--- src/hdl/cache_cfg_pkg.sv ---
package cache_cfg_pkg;

	// Cache geometry
	localparam int NUM_BANKS = 4;
	localparam int NUM_REQS  = 2;
	localparam int NUM_WARPS = 4;

	// Datapath widths
	localparam int WORD_BITS = 32;
	localparam int RD_BITS   = 5;

	// Entries in each bank writeback queue
	localparam int WBQ_DEPTH = 4;

	// Index widths, never narrower than one bit
	localparam int BANK_IDX_BITS = (NUM_BANKS > 1) ? $clog2(NUM_BANKS) : 1;
	localparam int TID_BITS      = (NUM_REQS > 1) ? $clog2(NUM_REQS) : 1;
	localparam int WARP_BITS     = (NUM_WARPS > 1) ? $clog2(NUM_WARPS) : 1;
	localparam int WBQ_PTR_BITS  = (WBQ_DEPTH > 1) ? $clog2(WBQ_DEPTH) : 1;

endpackage
--- src/hdl/wb_types_pkg.sv ---
package wb_types_pkg;

	// How the core commits the returned word
	typedef enum logic [1:0] {
		WB_NONE  = 2'd0,
		WB_INT   = 2'd1,
		WB_FLOAT = 2'd2,
		WB_CSR   = 2'd3
	} wb_kind_t;

	// Finished read response from one bank
	typedef struct packed {
		logic [cache_cfg_pkg::TID_BITS-1:0]  tid;
		logic [cache_cfg_pkg::RD_BITS-1:0]   rd;
		wb_kind_t                            wb;
		logic [cache_cfg_pkg::WARP_BITS-1:0] warp_num;
		logic [cache_cfg_pkg::WORD_BITS-1:0] data;
	} bank_wb_t;

	// Merged writeback handed to the core, one word per request lane
	typedef struct packed {
		logic [cache_cfg_pkg::NUM_REQS-1:0]                                lane_valid;
		logic [cache_cfg_pkg::NUM_REQS-1:0][cache_cfg_pkg::WORD_BITS-1:0] lane_data;
		logic [cache_cfg_pkg::RD_BITS-1:0]                                 rd;
		wb_kind_t                                                          wb;
		logic [cache_cfg_pkg::WARP_BITS-1:0]                               warp_num;
	} core_wb_t;

endpackage

--- src/hdl/cache_wb_top.sv ---
`timescale 1ns/1ps

module cache_wb_top (
	input  logic                                                  clk,
	input  logic                                                  rst_n,
	input  logic [cache_cfg_pkg::NUM_BANKS-1:0]                   bank_push,
	input  wb_types_pkg::bank_wb_t [cache_cfg_pkg::NUM_BANKS-1:0] bank_data,
	output logic [cache_cfg_pkg::NUM_BANKS-1:0]                   bank_full,
	input  logic                                                  core_no_wb_slot,
	output logic                                                  core_wb_valid,
	output wb_types_pkg::core_wb_t                                core_wb
);

	logic [cache_cfg_pkg::NUM_BANKS-1:0]                   heads_valid;
	wb_types_pkg::bank_wb_t [cache_cfg_pkg::NUM_BANKS-1:0] heads;
	logic [cache_cfg_pkg::NUM_BANKS-1:0]                   pop;
	logic                                                  accept;
	logic                                                  merged_valid;
	wb_types_pkg::core_wb_t                                merged;

	// One writeback queue per bank
	for (genvar b = 0; b < cache_cfg_pkg::NUM_BANKS; b++) begin : g_bank_q
		bank_wb_queue bank_q (
			.clk        (clk),
			.rst_n      (rst_n),
			.push       (bank_push[b]),
			.push_data  (bank_data[b]),
			.pop        (pop[b]),
			.head_valid (heads_valid[b]),
			.head       (heads[b]),
			.full       (bank_full[b])
		);
	end

	wb_sel_merge sel_merge (
		.heads_valid  (heads_valid),
		.heads        (heads),
		.accept       (accept),
		.pop          (pop),
		.merged_valid (merged_valid),
		.merged       (merged)
	);

	core_wb_stage wb_stage (
		.clk             (clk),
		.rst_n           (rst_n),
		.core_no_wb_slot (core_no_wb_slot),
		.merged_valid    (merged_valid),
		.merged          (merged),
		.accept          (accept),
		.core_wb_valid   (core_wb_valid),
		.core_wb         (core_wb)
	);

endmodule

--- src/hdl/core_wb_stage.sv ---
`timescale 1ns/1ps

module core_wb_stage (
	input  logic                   clk,
	input  logic                   rst_n,
	input  logic                   core_no_wb_slot,
	input  logic                   merged_valid,
	input  wb_types_pkg::core_wb_t merged,
	output logic                   accept,
	output logic                   core_wb_valid,
	output wb_types_pkg::core_wb_t core_wb
);

	// Take a new writeback when empty or when the core has a free slot
	assign accept = !core_wb_valid || !core_no_wb_slot;

	always_ff @(posedge clk or negedge rst_n) begin
		if (!rst_n) begin
			core_wb_valid <= 1'b0;
		end else if (accept) begin
			// Drops to idle when nothing is merged this cycle
			core_wb_valid <= merged_valid;
		end
	end

	// Payload only moves together with a valid merge result
	always_ff @(posedge clk) begin
		if (accept && merged_valid) begin
			core_wb <= merged;
		end
	end

endmodule

--- src/hdl/wb_sel_merge.sv ---
`timescale 1ns/1ps

module wb_sel_merge (
	input  logic [cache_cfg_pkg::NUM_BANKS-1:0]                         heads_valid,
	input  wb_types_pkg::bank_wb_t [cache_cfg_pkg::NUM_BANKS-1:0]       heads,
	input  logic                                                        accept,
	output logic [cache_cfg_pkg::NUM_BANKS-1:0]                         pop,
	output logic                                                        merged_valid,
	output wb_types_pkg::core_wb_t                                      merged
);

	localparam int NB = cache_cfg_pkg::NUM_BANKS;

	logic                                    found;
	logic [cache_cfg_pkg::BANK_IDX_BITS-1:0] main_idx;
	wb_types_pkg::bank_wb_t                  main_head;
	logic [NB-1:0]                           match;

	// Lowest numbered bank with a waiting response wins
	always_comb begin
		found    = 1'b0;
		main_idx = '0;
		for (int b = 0; b < NB; b++) begin
			if (heads_valid[b] && !found) begin
				found    = 1'b1;
				main_idx = cache_cfg_pkg::BANK_IDX_BITS'(b);
			end
		end
	end

	assign main_head = heads[main_idx];

	// Heads aimed at the same register of the same warp join this writeback
	always_comb begin
		for (int b = 0; b < NB; b++) begin
			match[b] = heads_valid[b]
				&& (heads[b].rd == main_head.rd)
				&& (heads[b].warp_num == main_head.warp_num);
		end
	end

	// Each matching head fills the lane named by its tid
	always_comb begin
		merged.lane_valid = '0;
		merged.lane_data  = '0;
		for (int b = 0; b < NB; b++) begin
			if (match[b]) begin
				merged.lane_valid[heads[b].tid] = 1'b1;
				merged.lane_data[heads[b].tid]  = heads[b].data;
			end
		end
	end

	// Destination fields come from the selected bank
	always_comb begin
		if (found) begin
			merged.rd       = main_head.rd;
			merged.wb       = main_head.wb;
			merged.warp_num = main_head.warp_num;
		end else begin
			merged.rd       = '0;
			merged.wb       = wb_types_pkg::WB_NONE;
			merged.warp_num = '0;
		end
	end

	assign merged_valid = found;

	// Merged heads leave only when the output stage takes the writeback
	assign pop = match & {NB{accept}};

endmodule

--- src/hdl/bank_wb_queue.sv ---
`timescale 1ns/1ps

module bank_wb_queue (
	input  logic                  clk,
	input  logic                  rst_n,
	input  logic                  push,
	input  wb_types_pkg::bank_wb_t push_data,
	input  logic                  pop,
	output logic                  head_valid,
	output wb_types_pkg::bank_wb_t head,
	output logic                  full
);

	localparam int DEPTH    = cache_cfg_pkg::WBQ_DEPTH;
	localparam int PTR_BITS = cache_cfg_pkg::WBQ_PTR_BITS;

	wb_types_pkg::bank_wb_t mem [DEPTH];

	logic [PTR_BITS-1:0] wr_ptr;
	logic [PTR_BITS-1:0] rd_ptr;
	logic [PTR_BITS:0]   count;

	logic do_push;
	logic do_pop;

	// A push while full is dropped, a pop while empty is ignored
	assign do_push = push && !full;
	assign do_pop  = pop && head_valid;

	assign head_valid = (count != '0);
	assign full       = (count == (PTR_BITS + 1)'(DEPTH));
	assign head       = mem[rd_ptr];

	// Storage array
	always_ff @(posedge clk) begin
		if (do_push) begin
			mem[wr_ptr] <= push_data;
		end
	end

	always_ff @(posedge clk or negedge rst_n) begin
		if (!rst_n) begin
			wr_ptr <= '0;
		end else if (do_push) begin
			if (wr_ptr == PTR_BITS'(DEPTH - 1)) begin
				wr_ptr <= '0;
			end else begin
				wr_ptr <= wr_ptr + 1'b1;
			end
		end
	end

	always_ff @(posedge clk or negedge rst_n) begin
		if (!rst_n) begin
			rd_ptr <= '0;
		end else if (do_pop) begin
			if (rd_ptr == PTR_BITS'(DEPTH - 1)) begin
				rd_ptr <= '0;
			end else begin
				rd_ptr <= rd_ptr + 1'b1;
			end
		end
	end

	// Occupancy, push and pop on the same edge cancel out
	always_ff @(posedge clk or negedge rst_n) begin
		if (!rst_n) begin
			count <= '0;
		end else begin
			case ({do_push, do_pop})
				2'b10:   count <= count + 1'b1;
				2'b01:   count <= count - 1'b1;
				default: count <= count;
			endcase
		end
	end

endmodule

--- config.mk ---
export PLATFORM = sky130hd
export DESIGN_NAME = cache_wb_top
export DESIGN_NICKNAME = d
export VERILOG_FILES = /design/src/hdl/cache_cfg_pkg.sv /design/src/hdl/wb_types_pkg.sv /design/src/hdl/cache_wb_top.sv /design/src/hdl/core_wb_stage.sv /design/src/hdl/wb_sel_merge.sv /design/src/hdl/bank_wb_queue.sv
export SDC_FILE = /design/constraint.sdc
export NUM_CORES = 1
export LEC_CHECK = 0
export BUFFER_PORTS_ARGS = -buffer_cell sky130_fd_sc_hd__buf_2
export CORE_ASPECT_RATIO = 0.6
export CORE_MARGIN = 4
export CORE_UTILIZATION = 60
export CTS_BUF_LIST = sky130_fd_sc_hd__clkbuf_8
export DETAILED_ROUTE_END_ITERATION = 8
export GPL_TIMING_DRIVEN = 0
export HOLD_SLACK_MARGIN = 0.03
export PLACE_DENSITY = 0.8
export REMOVE_ABC_BUFFERS = 1
export SETUP_SLACK_MARGIN = 0.3
export SYNTH_ARGS = -nofsm -noshare
export SYNTH_HDL_FRONTEND = slang
export SYNTH_HIERARCHICAL = 1
export SYNTH_SLANG_ARGS = --single-unit
--- constraint.sdc ---
create_clock -name clk -period 5.8 [get_ports clk]
set_input_delay 1.16 -clock clk [delete_from_list [all_inputs] [get_ports clk]]
set_output_delay 1.16 -clock clk [all_outputs]
set_load 0.005 [all_outputs]
==> impl_metrics.json <==
{
  "netlist_instances": 1710,
  "finalPower_w": 0.01768,
  "violations": "capacitance limit, slew limit",
  "r2r_slack_ns": 1.17,
  "min_to": "g_bank_q[1].bank_q/count[2]$_DFFE_PN0P_",
  "max_stage_delay_ns": 1.08,
  "gp_congestion": 0.8627,
  "syn_area_um2": 32310,
  "ant_nets": 0,
  "start_util_pct": 61.12,
  "worstHoldPathCells": 1,
  "firstDrtPassIters": 6,
  "async_flop_share_pct": 3.737,
  "swShare_pct": 32.99,
  "drtIter0Drc": 2193,
  "pwr-share-comb_pct": 32.3,
  "postSynthAreaPerCell_um2": 18.89,
  "postLayoutCoreUtil_pct": 68.36,
  "power_density_nw_per_um2": 489.3,
  "wire_per_inst_um": 26.38,
  "rr_worst_depth": 6,
  "final_cell_mix": "edfxtp_1, buf_2, inv_1",
  "cts_tree": "done",
  "postCtsSetupBuffers": 0,
  "min_from": "g_bank_q[1].bank_q/count[2]$_DFFE_PN0P_",
  "power.switching_w": 0.005833,
  "hold_violations": 0,
  "post-route-period-util_pct": 79.87,
  "hold_buffers": 0,
  "r2r-start": "g_bank_q[1].bank_q/rd_ptr[0]$_DFFE_PN0P_",
  "endpoint_kind": "flip-flop",
  "clock_skew_ns": 0.02505,
  "final_common_cell": "edfxtp_1",
  "grt_max_degree": 66,
  "die_area_um2": 57750,
  "synth-edff-count": 747,
  "yosysWarnings": 6,
  "yosysSeqAreaShare_pct": 71.68,
  "hold_class": "flip-flop to flip-flop",
  "clkLatencyLatePin_ns": 0.69,
  "criticalPathCategory": "flip-flop to flip-flop",
  "clk_path_buf_depth": 3,
  "ys.flop_type": "edfxtp_1",
  "dp.cells": 2584,
  "clkTransAtPathRegs_ns": 0.06,
  "cp-start-kind": "flip-flop",
  "p_int_w": 0.01185,
  "cts_htree_levels": 3,
  "route.detailed.drc": 0,
  "path_cells": "mux4_1 -> clkinv_1 -> nand3_2 -> o21ai_0 -> o211a_1 -> o22ai_1",
  "grt_pass1_vias": 17790,
  "die_height_um": 187.7,
  "synthToLayoutAreaGrowth_pct": 11.84,
  "crit_slowest_cell": "nand3_2",
  "drv_slew": 32,
  "slew-limit-headroom_pct": -0.5077,
  "pwr-share-seq_pct": 47.0,
  "cts_sinks": 776,
  "highest_layer": "met5",
  "wl_met3_mm": 5.938,
  "tightest_slew_ns": 1.508,
  "die_w_um": 307.6,
  "grt_util_all_layers_pct": 25.46,
  "postCtsResizedCells": 0,
  "vias": 17570,
  "grt_pass1_wl_mm": 109.2,
  "io_pins": 255,
  "routed_wl_mm": 73.25,
  "cp.arrival_ns": 5.04,
  "ys_ff_latch": 776,
  "ys_types": 80,
  "cp_max_fo": 45,
  "core_um2": 52860,
  "setup_viol": 0,
  "numCtsBuffers": 107,
  "cap_violations": 1,
  "io_buffers": 254,
  "path_delay_family": "simple AND/OR/NAND/NOR gates",
  "rsz0062_at_grt": "no",
  "min_period_ns": 4.633,
  "reg2reg_to": "wb_stage/core_wb[18]$_DFFE_PP_",
  "clock_power_share_pct": 20.7,
  "antenna_found_initial": 12,
  "vdd_drop_max_mv": 0.3484,
  "cts-root-buf": "clkbuf_8",
  "dp_hpwl_mm": 49.37,
  "required_ns": 6.21,
  "globalRouteOverflowTotal": 0,
  "num_rows": 65,
  "drive_gt1_share_pct": 30.53,
  "fin_cells": 2777,
  "status": "complete, but fails checks",
  "fmax_mhz": 215.9,
  "vias_per_cell": 6.327,
  "met1_length_mm": 28.62,
  "fin_nets": 2193,
  "total_leakage_power_nw": 12.75,
  "met2_length_mm": 36.39,
  "crit_buf_inv": 1
}
## worst max path at each step
stage / slack, ns / end / cells past startpoint / startpoint
CTS: 0.86 / wb_stage/core_wb[18]$_DFFE_PP_ / 8 / g_bank_q[1].bank_q/rd_ptr[0]$_DFFE_PN0P_
global route: 0.87 / g_bank_q[2].bank_q/count[2]$_DFFE_PN0P_ / 14 / g_bank_q[0].bank_q/rd_ptr[0]$_DFFE_PN0P_
floorplan: 0.45 / wb_stage/core_wb[41]$_DFFE_PP_ / 8 / g_bank_q[0].bank_q/rd_ptr[0]$_DFFE_PN0P_
global placement: -1.88 / wb_stage/core_wb[18]$_DFFE_PP_ / 7 / g_bank_q[2].bank_q/rd_ptr[0]$_DFFE_PN0P_
detailed placement: 0.93 / wb_stage/core_wb[18]$_DFFE_PP_ / 8 / g_bank_q[1].bank_q/rd_ptr[0]$_DFFE_PN0P_
finish: 1.17 / wb_stage/core_wb[18]$_DFFE_PP_ / 6 / g_bank_q[1].bank_q/rd_ptr[0]$_DFFE_PN0P_
## metal layers
| layer | global-route usage [%] | vias to the layer above |
|---|---|---|
| met5 | 0 | - |
| met4 | 8.356 | 8 |
| met3 | 5.080 | 143 |
| li1 | - | 7544 |
| met1 | 35.36 | 8973 |
| met2 | 41.42 | 902 |
## logic make-up (layout without fill, tap and decap cells)
kind of cell	after synthesis	after routing	synth area share, %
xor+xnor	20	20	0.5422
other cells	0	7	0
buf+inv	248	605	3.969
compound gates	296	296	7.021
flops	776	776	71.68
fa+ha+maj	28	28	1.177
mux	189	189	12.66
simple gates	153	153	2.951
## power groups by stage
stage	clock, W	combinational (W)	sequential, W
4_1_cts	0.00374	0.00565	0.00834
6_report	0.00366	0.00570	0.00832
3_3_place_gp	0	0.00512	0.00859
3_5_place_dp	0	0.00562	0.00845
2_1_floorplan	0	0.00346	0.00834
5_1_grt	0.00402	0.00606	0.00845
## state kept, by name (all words and copies together), names as in the netlist
| register | flops |
|---|---|
| wb_stage/core_wb | 75 |
| g_bank_q.bank_q/wr_ptr | 8 |
| g_bank_q.bank_q/mem | 672 |
| g_bank_q.bank_q/count | 12 |
| wb_stage/core_wb_valid | 1 |
| g_bank_q.bank_q/rd_ptr | 8 |
## Yosys cell counts (3+ instances only)
cell type	count	share of area (%)
a2111o_1	5	0.17
a211o_1	6	0.16
a211oi_1	4	0.093
a21o_1	3	0.070
a21oi_1	43	0.67
a22o_1	32	0.87
a311o_1	31	0.96
and2_1	20	0.39
and3_1	4	0.077
and3_2	4	0.093
and3b_1	3	0.081
buf_12	12	0.74
buf_2	35	0.54
buf_4	6	0.14
buf_6	12	0.42
clkbuf_1	43	0.50
dfrtp_1	29	2.2
edfxtp_1	747	69
fa_1	4	0.25
ha_1	24	0.93
inv_1	138	1.6
mux2_2	14	0.49
mux2i_1	3	0.093
mux4_1	12	0.98
mux4_2	158	11
nand2_1	11	0.13
nand2_2	3	0.058
nand2b_1	5	0.097
nand3_1	6	0.093
nand3b_1	6	0.14
nor2_1	25	0.29
nor2b_1	6	0.12
nor2b_2	3	0.081
nor3b_2	3	0.12
nor4_1	34	0.66
o211a_1	35	1.1
o211ai_1	40	0.93
o21ai_0	38	0.59
o22ai_1	32	0.62
or3_1	3	0.058
or3_4	3	0.10
xnor2_1	11	0.30
xor2_1	9	0.24
## stage by stage
stage / area [µm²] / TNS [ns] / setup slack [ns] / hold WS, ns
2_1_floorplan: 31550 / 0 / 0.4498 / 0.4494
3_3_place_gp: 33700 / -89.56 / -1.882 / 0.4726
3_5_place_dp: 34270 / 0 / 0.9331 / 0.4734
4_1_cts: 36100 / 0 / 0.8649 / 0.4863
5_1_grt: 36130 / 0 / 0.8683 / 0.4971
6_report: 36130 / 0 / 1.167 / 0.4875
## layout make-up
type / instances / area, µm²
clock inverters: 74 / 289.0
repair buffers: 280 / 1787
multi-input cells: 686 / 7921
diodes: 7 / 17.52
well taps: 703 / 879.6
flip-flops and latches: 776 / 23180
fillers: 3432 / 16730
clock buffers: 112 / 1541
inverters: 139 / 521.8
Power figures use the tool's default switching activity.
